<file path="src/source/core_defines.svh">
// Width, depth and count macros for the register machine core
`ifndef CORE_DEFINES_SVH
`define CORE_DEFINES_SVH

////////////////////////////////////////
// Datapath
`define CORE_DATA_WIDTH      16
`define CORE_REG_COUNT       16
`define CORE_REG_ADDR_WIDTH  4

////////////////////////////////////////
// Instruction format
`define CORE_OPCODE_WIDTH    4
`define CORE_INSTR_WIDTH     24

////////////////////////////////////////
// Program store and issue path
`define CORE_STORE_DEPTH     64
`define CORE_PC_WIDTH        6
// Queue slots, also the credit count after reset
`define CORE_QUEUE_DEPTH     4

`endif

</file>
<file path="src/source/core_pkg.sv">
// Opcode enumeration, instruction word union, issue and result records
`include "core_defines.svh"

package core_pkg;

    // Values 8 to 14 are illegal
    typedef enum logic [`CORE_OPCODE_WIDTH-1:0] {
        NOP  = 4'd0,
        ADD  = 4'd1,
        SUB  = 4'd2,
        AND  = 4'd3,
        OR   = 4'd4,
        XOR  = 4'd5,
        SHL  = 4'd6,
        LDI  = 4'd7,
        HALT = 4'd15
    } opcode_t;

    // Register form, used by every opcode except LDI
    typedef struct packed {
        logic [`CORE_OPCODE_WIDTH-1:0]   opcode;
        logic [`CORE_REG_ADDR_WIDTH-1:0] dest;
        logic [`CORE_REG_ADDR_WIDTH-1:0] src_a;
        logic [`CORE_REG_ADDR_WIDTH-1:0] src_b;
        logic [`CORE_INSTR_WIDTH-`CORE_OPCODE_WIDTH-3*`CORE_REG_ADDR_WIDTH-1:0] unused;
    } reg_form_t;

    // Immediate form, LDI only
    typedef struct packed {
        logic [`CORE_OPCODE_WIDTH-1:0]   opcode;
        logic [`CORE_REG_ADDR_WIDTH-1:0] dest;
        logic [`CORE_DATA_WIDTH-1:0]     immediate;
    } imm_form_t;

    // Opcode and dest sit at the same bits in both views
    typedef union packed {
        reg_form_t reg_form;
        imm_form_t imm_form;
    } instruction_t;

    typedef struct packed {
        logic         valid;
        instruction_t word;
    } issue_t;

    typedef struct packed {
        logic                            valid;
        logic [`CORE_REG_ADDR_WIDTH-1:0] dest;
        logic [`CORE_DATA_WIDTH-1:0]     data;
    } result_t;

endpackage

</file>
<file path="src/source/instruction_store.sv">
// Program memory with a load write port and a registered fetch read
`include "core_defines.svh"

module instruction_store (
    input  logic                      clock,
    input  logic                      load_valid,
    input  logic [`CORE_PC_WIDTH-1:0] load_address,
    input  core_pkg::instruction_t    load_word,
    input  logic [`CORE_PC_WIDTH-1:0] fetch_address,
    output core_pkg::instruction_t    fetch_word
);

    ////////////////////////////////////////
    // Storage

    core_pkg::instruction_t memory [`CORE_STORE_DEPTH];

    ////////////////////////////////////////
    // Load port

    // One word per cycle, only written while the core is idle
    always_ff @(posedge clock) begin
        if (load_valid) begin
            memory[load_address] <= load_word;
        end
    end

    ////////////////////////////////////////
    // Fetch port

    // Registered read, the word appears one cycle after its address
    always_ff @(posedge clock) begin
        fetch_word <= memory[fetch_address];
    end

endmodule

</file>
<file path="src/source/control_unit.sv">
// Control unit with run control, program counter, credit counter and instruction issue
`include "core_defines.svh"

module control_unit (
    input  logic                      clock,
    input  logic                      reset,
    input  logic                      run,
    output logic [`CORE_PC_WIDTH-1:0] fetch_address,
    input  core_pkg::instruction_t    fetch_word,
    input  logic                      credit_return,
    output core_pkg::issue_t          issue
);

    localparam int CREDIT_WIDTH = $clog2(`CORE_QUEUE_DEPTH + 1);

    logic                      running;
    logic                      fetch_valid;
    logic [`CORE_PC_WIDTH-1:0] pc;
    logic [CREDIT_WIDTH-1:0]   credits;
    logic                      fire;
    logic                      fire_halt;

    ////////////////////////////////////////
    // Issue

    // pc is the address of the word now held in fetch_word
    assign fire      = running && fetch_valid && (credits != '0);
    assign fire_halt = fire && (fetch_word.reg_form.opcode == core_pkg::HALT);

    // Request the next word as soon as the current one leaves
    assign fetch_address = fire ? pc + 1'b1 : pc;

    assign issue.valid = fire;
    assign issue.word  = fetch_word;

    ////////////////////////////////////////
    // Run control and program counter

    always_ff @(posedge clock) begin
        if (reset) begin
            running     <= 1'b0;
            fetch_valid <= 1'b0;
            pc          <= '0;
        end else if (run) begin
            running     <= 1'b1;
            fetch_valid <= 1'b0;
            pc          <= '0;
        end else begin
            // HALT is the last word sent
            if (fire_halt) begin
                running <= 1'b0;
            end
            fetch_valid <= running && !fire_halt;
            if (fire) begin
                pc <= pc + 1'b1;
            end
        end
    end

    // Spend one per issue, regain one per queue pop
    always_ff @(posedge clock) begin
        if (reset) begin
            credits <= CREDIT_WIDTH'(`CORE_QUEUE_DEPTH);
        end else begin
            case ({fire, credit_return})
                2'b10:   credits <= credits - 1'b1;
                2'b01:   credits <= credits + 1'b1;
                default: credits <= credits;
            endcase
        end
    end

    // Returned credits never exceed what the queue can hold
    credit_bound: assert property (@(posedge clock) disable iff (reset)
        credits <= `CORE_QUEUE_DEPTH)
        else $error("credit counter above queue depth: %0d", credits);

endmodule

</file>
<file path="src/source/issue_queue.sv">
// Credit-sized issue FIFO between control and execute, one credit back per pop
`include "core_defines.svh"

module issue_queue (
    input  logic             clock,
    input  logic             reset,
    input  core_pkg::issue_t issue,
    input  logic             pop,
    output core_pkg::issue_t head,
    output logic             credit_return
);

    // Depth is a power of two so pointers wrap on their own
    localparam int PTR_WIDTH = $clog2(`CORE_QUEUE_DEPTH);

    core_pkg::instruction_t slots [`CORE_QUEUE_DEPTH];

    logic [PTR_WIDTH-1:0] write_ptr;
    logic [PTR_WIDTH-1:0] read_ptr;
    logic [PTR_WIDTH:0]   count;
    logic                 push;
    logic                 pop_fire;
    logic                 full;

    assign push     = issue.valid;
    assign pop_fire = pop && head.valid;
    assign full     = (count == `CORE_QUEUE_DEPTH);

    assign head.valid    = (count != '0);
    assign head.word     = slots[read_ptr];
    assign credit_return = pop_fire;

    always_ff @(posedge clock) begin
        if (push) begin
            slots[write_ptr] <= issue.word;
        end
    end

    always_ff @(posedge clock) begin
        if (reset) begin
            write_ptr <= '0;
            read_ptr  <= '0;
            count     <= '0;
        end else begin
            if (push) begin
                write_ptr <= write_ptr + 1'b1;
            end
            if (pop_fire) begin
                read_ptr <= read_ptr + 1'b1;
            end
            case ({push, pop_fire})
                2'b10:   count <= count + 1'b1;
                2'b01:   count <= count - 1'b1;
                default: count <= count;
            endcase
        end
    end

    // The producer's credits should make this impossible
    no_push_when_full: assert property (@(posedge clock) disable iff (reset)
        issue.valid |-> !full)
        else $error("issue pushed into a full queue, credit violation");

endmodule

</file>
<file path="src/source/register_file.sv">
// Sixteen data registers with two combinational reads and one write port
`include "core_defines.svh"

module register_file (
    input  logic                            clock,
    input  logic                            reset,
    input  logic [`CORE_REG_ADDR_WIDTH-1:0] read_addr_a,
    input  logic [`CORE_REG_ADDR_WIDTH-1:0] read_addr_b,
    output logic [`CORE_DATA_WIDTH-1:0]     read_data_a,
    output logic [`CORE_DATA_WIDTH-1:0]     read_data_b,
    input  core_pkg::result_t               write
);

    logic [`CORE_DATA_WIDTH-1:0] registers [`CORE_REG_COUNT];

    ////////////////////////////////////////
    // Write port

    always_ff @(posedge clock) begin
        if (reset) begin
            for (int i = 0; i < `CORE_REG_COUNT; i++) begin
                registers[i] <= '0;
            end
        end else if (write.valid) begin
            registers[write.dest] <= write.data;
        end
    end

    ////////////////////////////////////////
    // Read ports

    // No write-through here, the execute unit bypasses same-cycle writes
    assign read_data_a = registers[read_addr_a];
    assign read_data_b = registers[read_addr_b];

endmodule

</file>
<file path="src/source/execute_unit.sv">
// Execute unit with decode, operand read and bypass, ALU, writeback, done and fault
`include "core_defines.svh"

module execute_unit (
    input  logic                            clock,
    input  logic                            reset,
    input  logic                            run,
    input  logic                            hold,
    input  core_pkg::issue_t                head,
    output logic                            pop,
    output logic [`CORE_REG_ADDR_WIDTH-1:0] read_addr_a,
    output logic [`CORE_REG_ADDR_WIDTH-1:0] read_addr_b,
    input  logic [`CORE_DATA_WIDTH-1:0]     read_data_a,
    input  logic [`CORE_DATA_WIDTH-1:0]     read_data_b,
    output core_pkg::result_t               result,
    output logic                            done,
    output logic                            fault
);

    logic [`CORE_DATA_WIDTH-1:0]     capture_a;
    logic [`CORE_DATA_WIDTH-1:0]     capture_b;
    logic                            s1_valid;
    core_pkg::instruction_t          s1_word;
    logic [`CORE_DATA_WIDTH-1:0]     s1_a;
    logic [`CORE_DATA_WIDTH-1:0]     s1_b;
    core_pkg::opcode_t               s1_opcode;
    logic [`CORE_DATA_WIDTH-1:0]     operand_a;
    logic [`CORE_DATA_WIDTH-1:0]     operand_b;
    logic [`CORE_DATA_WIDTH-1:0]     alu_data;
    logic                            alu_write;
    logic                            is_halt;
    logic                            is_illegal;
    logic                            wb_valid;
    logic [`CORE_REG_ADDR_WIDTH-1:0] wb_dest;
    logic [`CORE_DATA_WIDTH-1:0]     wb_data;

    ////////////////////////////////////////
    // Stage 1 pop and operand read

    assign pop         = head.valid && !hold;
    assign read_addr_a = head.word.reg_form.src_a;
    assign read_addr_b = head.word.reg_form.src_b;

    // Writeback landing this cycle is not yet visible in the register file
    assign capture_a = (wb_valid && wb_dest == read_addr_a) ? wb_data : read_data_a;
    assign capture_b = (wb_valid && wb_dest == read_addr_b) ? wb_data : read_data_b;

    always_ff @(posedge clock) begin
        if (reset) begin
            s1_valid <= 1'b0;
        end else begin
            s1_valid <= pop;
        end
    end

    always_ff @(posedge clock) begin
        if (pop) begin
            s1_word <= head.word;
            s1_a    <= capture_a;
            s1_b    <= capture_b;
        end
    end

    ////////////////////////////////////////
    // Stage 2 ALU and writeback

    assign s1_opcode = core_pkg::opcode_t'(s1_word.reg_form.opcode);

    // Previous result was not ready when this word was captured
    assign operand_a = (wb_valid && wb_dest == s1_word.reg_form.src_a) ? wb_data : s1_a;
    assign operand_b = (wb_valid && wb_dest == s1_word.reg_form.src_b) ? wb_data : s1_b;

    always_comb begin
        alu_data   = '0;
        alu_write  = 1'b1;
        is_halt    = 1'b0;
        is_illegal = 1'b0;
        case (s1_opcode)
            core_pkg::NOP:  alu_write = 1'b0;
            core_pkg::ADD:  alu_data = operand_a + operand_b;
            core_pkg::SUB:  alu_data = operand_a - operand_b;
            core_pkg::AND:  alu_data = operand_a & operand_b;
            core_pkg::OR:   alu_data = operand_a | operand_b;
            core_pkg::XOR:  alu_data = operand_a ^ operand_b;
            core_pkg::SHL:  alu_data = operand_a << operand_b[3:0];
            core_pkg::LDI:  alu_data = s1_word.imm_form.immediate;
            core_pkg::HALT: begin
                alu_write = 1'b0;
                is_halt   = 1'b1;
            end
            default: begin
                alu_write  = 1'b0;
                is_illegal = 1'b1;
            end
        endcase
    end

    always_ff @(posedge clock) begin
        if (reset) begin
            wb_valid <= 1'b0;
            done     <= 1'b0;
            fault    <= 1'b0;
        end else begin
            wb_valid <= s1_valid && alu_write;
            if (run) begin
                done  <= 1'b0;
                fault <= 1'b0;
            end else begin
                if (s1_valid && is_halt) begin
                    done <= 1'b1;
                end
                if (s1_valid && is_illegal) begin
                    fault <= 1'b1;
                end
            end
        end
    end

    always_ff @(posedge clock) begin
        wb_dest <= s1_word.reg_form.dest;
        wb_data <= alu_data;
    end

    assign result.valid = wb_valid;
    assign result.dest  = wb_dest;
    assign result.data  = wb_data;

    // A head word that is waiting for its pop stays in place
    head_stable: assert property (@(posedge clock) disable iff (reset)
        head.valid && !pop |=> head.valid && $stable(head.word))
        else $error("queue head changed while waiting to be popped");

endmodule

</file>
<file path="src/source/core_top.sv">
// Top level joining instruction store, control, issue queue, execute and register file
`include "core_defines.svh"

module core_top (
    input  logic                      clock,
    input  logic                      reset,
    input  logic                      run,
    input  logic                      hold,
    input  logic                      load_valid,
    input  logic [`CORE_PC_WIDTH-1:0] load_address,
    input  core_pkg::instruction_t    load_word,
    output core_pkg::result_t         result,
    output logic                      done,
    output logic                      fault
);

    logic [`CORE_PC_WIDTH-1:0]       fetch_address;
    core_pkg::instruction_t          fetch_word;
    core_pkg::issue_t                issue;
    core_pkg::issue_t                head;
    logic                            credit_return;
    logic                            pop;
    logic [`CORE_REG_ADDR_WIDTH-1:0] read_addr_a;
    logic [`CORE_REG_ADDR_WIDTH-1:0] read_addr_b;
    logic [`CORE_DATA_WIDTH-1:0]     read_data_a;
    logic [`CORE_DATA_WIDTH-1:0]     read_data_b;

    ////////////////////////////////////////
    // Front end

    instruction_store store (
        .clock(clock),
        .load_valid(load_valid),
        .load_address(load_address),
        .load_word(load_word),
        .fetch_address(fetch_address),
        .fetch_word(fetch_word)
    );

    control_unit control (
        .clock(clock),
        .reset(reset),
        .run(run),
        .fetch_address(fetch_address),
        .fetch_word(fetch_word),
        .credit_return(credit_return),
        .issue(issue)
    );

    issue_queue queue (
        .clock(clock),
        .reset(reset),
        .issue(issue),
        .pop(pop),
        .head(head),
        .credit_return(credit_return)
    );

    ////////////////////////////////////////
    // Back end

    execute_unit executor (
        .clock(clock),
        .reset(reset),
        .run(run),
        .hold(hold),
        .head(head),
        .pop(pop),
        .read_addr_a(read_addr_a),
        .read_addr_b(read_addr_b),
        .read_data_a(read_data_a),
        .read_data_b(read_data_b),
        .result(result),
        .done(done),
        .fault(fault)
    );

    // Writeback goes to both the registers and the result port
    register_file registers (
        .clock(clock),
        .reset(reset),
        .read_addr_a(read_addr_a),
        .read_addr_b(read_addr_b),
        .read_data_a(read_data_a),
        .read_data_b(read_data_b),
        .write(result)
    );

endmodule

</file>
<file path="config.mk">
export PLATFORM = sky130hd
export DESIGN_NAME = core_top
export DESIGN_NICKNAME = d
export VERILOG_FILES = /design/src/source/core_pkg.sv /design/src/source/instruction_store.sv /design/src/source/control_unit.sv /design/src/source/issue_queue.sv /design/src/source/register_file.sv /design/src/source/execute_unit.sv /design/src/source/core_top.sv
export VERILOG_INCLUDE_DIRS = /design/src /design/src/source
export SDC_FILE = /design/constraint.sdc
export NUM_CORES = 2
export LEC_CHECK = 0
export ABC_CLOCK_PERIOD_IN_PS = 7000
export BUFFER_PORTS_ARGS = -buffer_cell sky130_fd_sc_hd__buf_4
export CORE_UTILIZATION = 40
export CTS_CLUSTER_SIZE = 8
export DETAILED_ROUTE_END_ITERATION = 10
export PLACE_DENSITY = 0.61
export SLEW_MARGIN = 5
export SYNTH_ARGS = -nofsm -noshare
export SYNTH_HDL_FRONTEND = slang
export SYNTH_SLANG_ARGS = --single-unit
</file>
<file path="constraint.sdc">
create_clock -name clock -period 7 [get_ports clock]
set_input_delay 1.75 -clock clock [delete_from_list [all_inputs] [get_ports clock]]
set_output_delay 1.75 -clock clock [all_outputs]
set_load 0.05 [all_outputs]
</file>
==> impl_metrics.csv <==
group,metric,value,unit
status,status,"completed",
floorplan,num_rows,166,
power_and_ir_drop,leakage,31.1,nW
synthesis,synth_flop_cell,"edfxtp_1",
power_and_ir_drop,p_int,21.5,mW
synthesis,synth.area.mux_share,0.175,
power_and_ir_drop,switchingPower,5.50,mW
drt,wl_met3,18100,um
sta,worstMarginPinSlew,1.20,ns
power_and_ir_drop,seqPwrFrac,0.497,
placed_design,placed_cell_area,0.0871,mm2
layout,area.sequential,0.0597,mm2
sta,finalMaxSlewViolations,0,
synthesis,synth-edff-count,1944,
critical_path,cp-startpoint,"executor.wb_dest[3]$_DFF_P_",
cts,clock_tree.buffer_depth,4,
critical_path,cp_max_fo,13,
global_route,grt-ovfl-total,0,
floorplan,die_x,458,um
sta,finalCriticalPeriod,5.83,ns
cts,cts_hold_buffers,0,
layout,fin_util,0.463,
synthesis,syn-cell-area,0.0831,mm2
placed_design,dp_hpwl,120000,um
drt,routed.top_layer,"met5",
sta,finalClockSkew,0.0823,ns
floorplan,dieArea,0.210,mm2
layout,fin_area,0.0952,mm2
cts,cts-resized-gates,0,
drt,ant_nets,0,
power_and_ir_drop,p_per_area,284,mW/mm2
synthesis,synth_seq_cells,2012,
synthesis,syn_inst,4277,
power_and_ir_drop,swShare,0.204,
sta,max_freq,171,MHz
drt,via_per_inst,5.84,
layout,drive_above_1_share,0.274,
sta,rsz0062_at_grt,"false",
synthesis,synthSimpleGateAreaFrac,0.0561,
floorplan,initial_utilization,0.404,
power_and_ir_drop,irDropWorstVdd,0.256,mV
synthesis,mappedNetlistNets,4370,
drt,drcViolationCount,0,
placed_design,port-buffer-count,57,
synthesis,synthArstFlopShare,0,
layout,fillers,17156,
critical_path,crit_path_start_kind,"flop",
layout,multi_input_area,0.0224,mm2
synthesis,avgSynthCellArea,19.4,um2
critical_path,r2r_start,"executor.wb_dest[3]$_DFF_P_",
worst_hold_path,hold_path_depth,0,
power_and_ir_drop,clkPwrFrac,0.466,
sta,setup_violations,0,
synthesis,synth_xor_area_frac,0.00597,
cts,insertion_delay,0.90,ns
critical_path,crit_type,"reg -> reg",
sta,fin_setup_tns,0,ns
sta,hold_viol,0,
drt,wire_per_inst,29.9,um
placed_design,dp_slack,1.37,ns
global_route,grt_pass1_vias,43422,
drt,routed-wl-met2,104000,um
cts,path_clk_slew,0.06,ns
floorplan,die_y,458,um
layout,fin_nets,4577,
placed_design,gp_congestion,0.866,
floorplan,io_pins,58,
sta,relSlewSlack,0.198,
global_route,antenna_found_initial,9,
drt,dr.pass1.iters,6,
cts,cts_tree,"done",
synthesis,synth_top_family_by_area,"multiplexers",
worst_hold_path,hp-start,"executor.s1_word[16]$_DFFE_PP_",
synthesis,synth_top_area_cell,"edfxtp_1",
synthesis,synth.most_common_cell,"edfxtp_1",
synthesis,synth.top_cell.area_share,0.702,
synthesis,synth_cell_types,71,
synthesis,synthAdderAreaFrac,0.00900,
cts,post_cts.repair.setup_buffers,0,
layout,final_cells,7255,
synthesis,yosys-top-cells-count,"edfxtp_1, mux4_2, and2_1",
global_route,grt_pass1_wl,311000,um
drt,drt_iter0_drc,4592,
critical_path,required,7.68,ns
critical_path,end_kind,"flop",
synthesis,yosysSeqAreaShare,0.719,
cts,cts_made_buffers,302,
synthesis,synth-compound-area-share,0.0180,
power_and_ir_drop,p_total,27.0,mW
placed_design,post-place-cells,6868,
critical_path,worstPathArrival,6.52,ns
power_and_ir_drop,p_comb_frac,0.036,
layout,area_delta_synth_final,14.5,%
sta,worst_slack,1.17,ns
cts,htreeDepth,5,
cts,cts-root-buf,"clkbuf_16",
critical_path,reg2regPathDepth,18,
critical_path,rrSetupSlack,1.17,ns
drt,vias,42387,
synthesis,yosysWarnings,0,
cts,clock_sinks,2012,
drt,routed_wl,217000,um
drt,wl_met1,88500,um
global_route,track_usage,0.207,
synthesis,synth_area_leaders,"edfxtp_1, mux4_2, and2_1",
worst_hold_path,hold_class,"reg -> reg",
flow_run,max-cap-violations,0,
floorplan,core-area,0.206,mm2
global_route,grt_max_degree,105,
sta,fin_crit_sh,0.834,
sta,hold_slack,0.369,ns
routing by layer:
metal,global-route usage,vias to the layer above
met2,0.326,1718
met5,0,-
met4,0.0716,8
met1,0.277,22566
li1,-,17684
met3,0.0566,411
sequential cells by signal, indices dropped and copies added, names as in the netlist, 2 cells and up, named ones only:
| name | count |
|---|---|
| executor.s1_b | 16 |
| executor.s1_word | 24 |
| queue.slots | 96 |
| control.credits | 3 |
| store.memory | 1536 |
| queue.write_ptr | 2 |
| executor.s1_a | 16 |
| executor.wb_dest | 4 |
| store.fetch_word | 24 |
| executor.wb_data | 16 |
| queue.read_ptr | 2 |
| queue.count | 3 |
| control.pc | 6 |
| registers.registers | 256 |
cells by family after synthesis:
family	count (synthesis)
xor gates and xnor gates	55
and+or+nand+nor	926
adders and majority gates	58
buffers and inverters	315
DFF	2012
muxes	680
AOI/OAI and AO/OA	231
critical path: stages (launching register included):
cell and delay, ns:
dfxtp_1 0.71, xnor2_1 0.22, nand3_1 0.18, o21ai_1 0.67, nand2_1 0.52, inv_2 0.37
ha_1 0.25, a41oi_1 0.29, nor2_1 0.22, xnor2_1 0.10, ha_1 0.38, a21o_1 0.21
a21oi_1 0.24, nand2_1 0.07, o21ai_0 0.35, o22ai_1 0.20, o41ai_1 0.33, xnor2_1 0.18
o221ai_1 0.15
power by group through the flow:
stage	combinational, mW	sequential, mW	clock [mW]
after global placement	0.967	13.7	0
after CTS	0.983	13.4	12.8
final	0.976	13.4	12.6
after detailed placement	0.981	13.7	0
after global routing	1.03	13.4	13.3
after floorplan	0.546	13.7	0
area by class of cell:
class	count	area share
antenna	5	0.000131
clock buffer	373	0.0834
clock inverter	9	0.000947
inverter	46	0.00181
multi-input combinational	1950	0.236
sequential	2012	0.628
tap	2688	0.0353
timing repair buffer	172	0.0150
cells in the final DEF, fill, tap and decap left out, types with 19 or more instances in the layout:
cell	synthesis	routed
nor2_4	0	32
nor2_2	1	29
buf_4	20	161
ha_1	55	55
edfxtp_1	1944	1944
nand2_1	262	262
a22oi_1	37	37
nand4_1	29	29
nor2_1	134	74
mux4_2	616	612
clkbuf_1	154	65
mux2_2	37	37
and2_1	273	273
o21ai_0	57	57
dfxtp_1	68	67
mux2i_1	26	25
o21ai_1	25	25
inv_1	45	45
a21oi_1	31	31
clkbuf_16	0	307
nand3_1	125	125
xnor2_1	33	31
xor2_1	20	19
worst paths after layout:
kind,to
worst max-delay path,executor.wb_data[15]$_DFF_P_
worst min register to register,executor.wb_dest[0]$_DFF_P_
worst max register to register,executor.wb_data[15]$_DFF_P_
worst min-delay path,executor.wb_dest[0]$_DFF_P_
(Power assumes the default switching activity.)
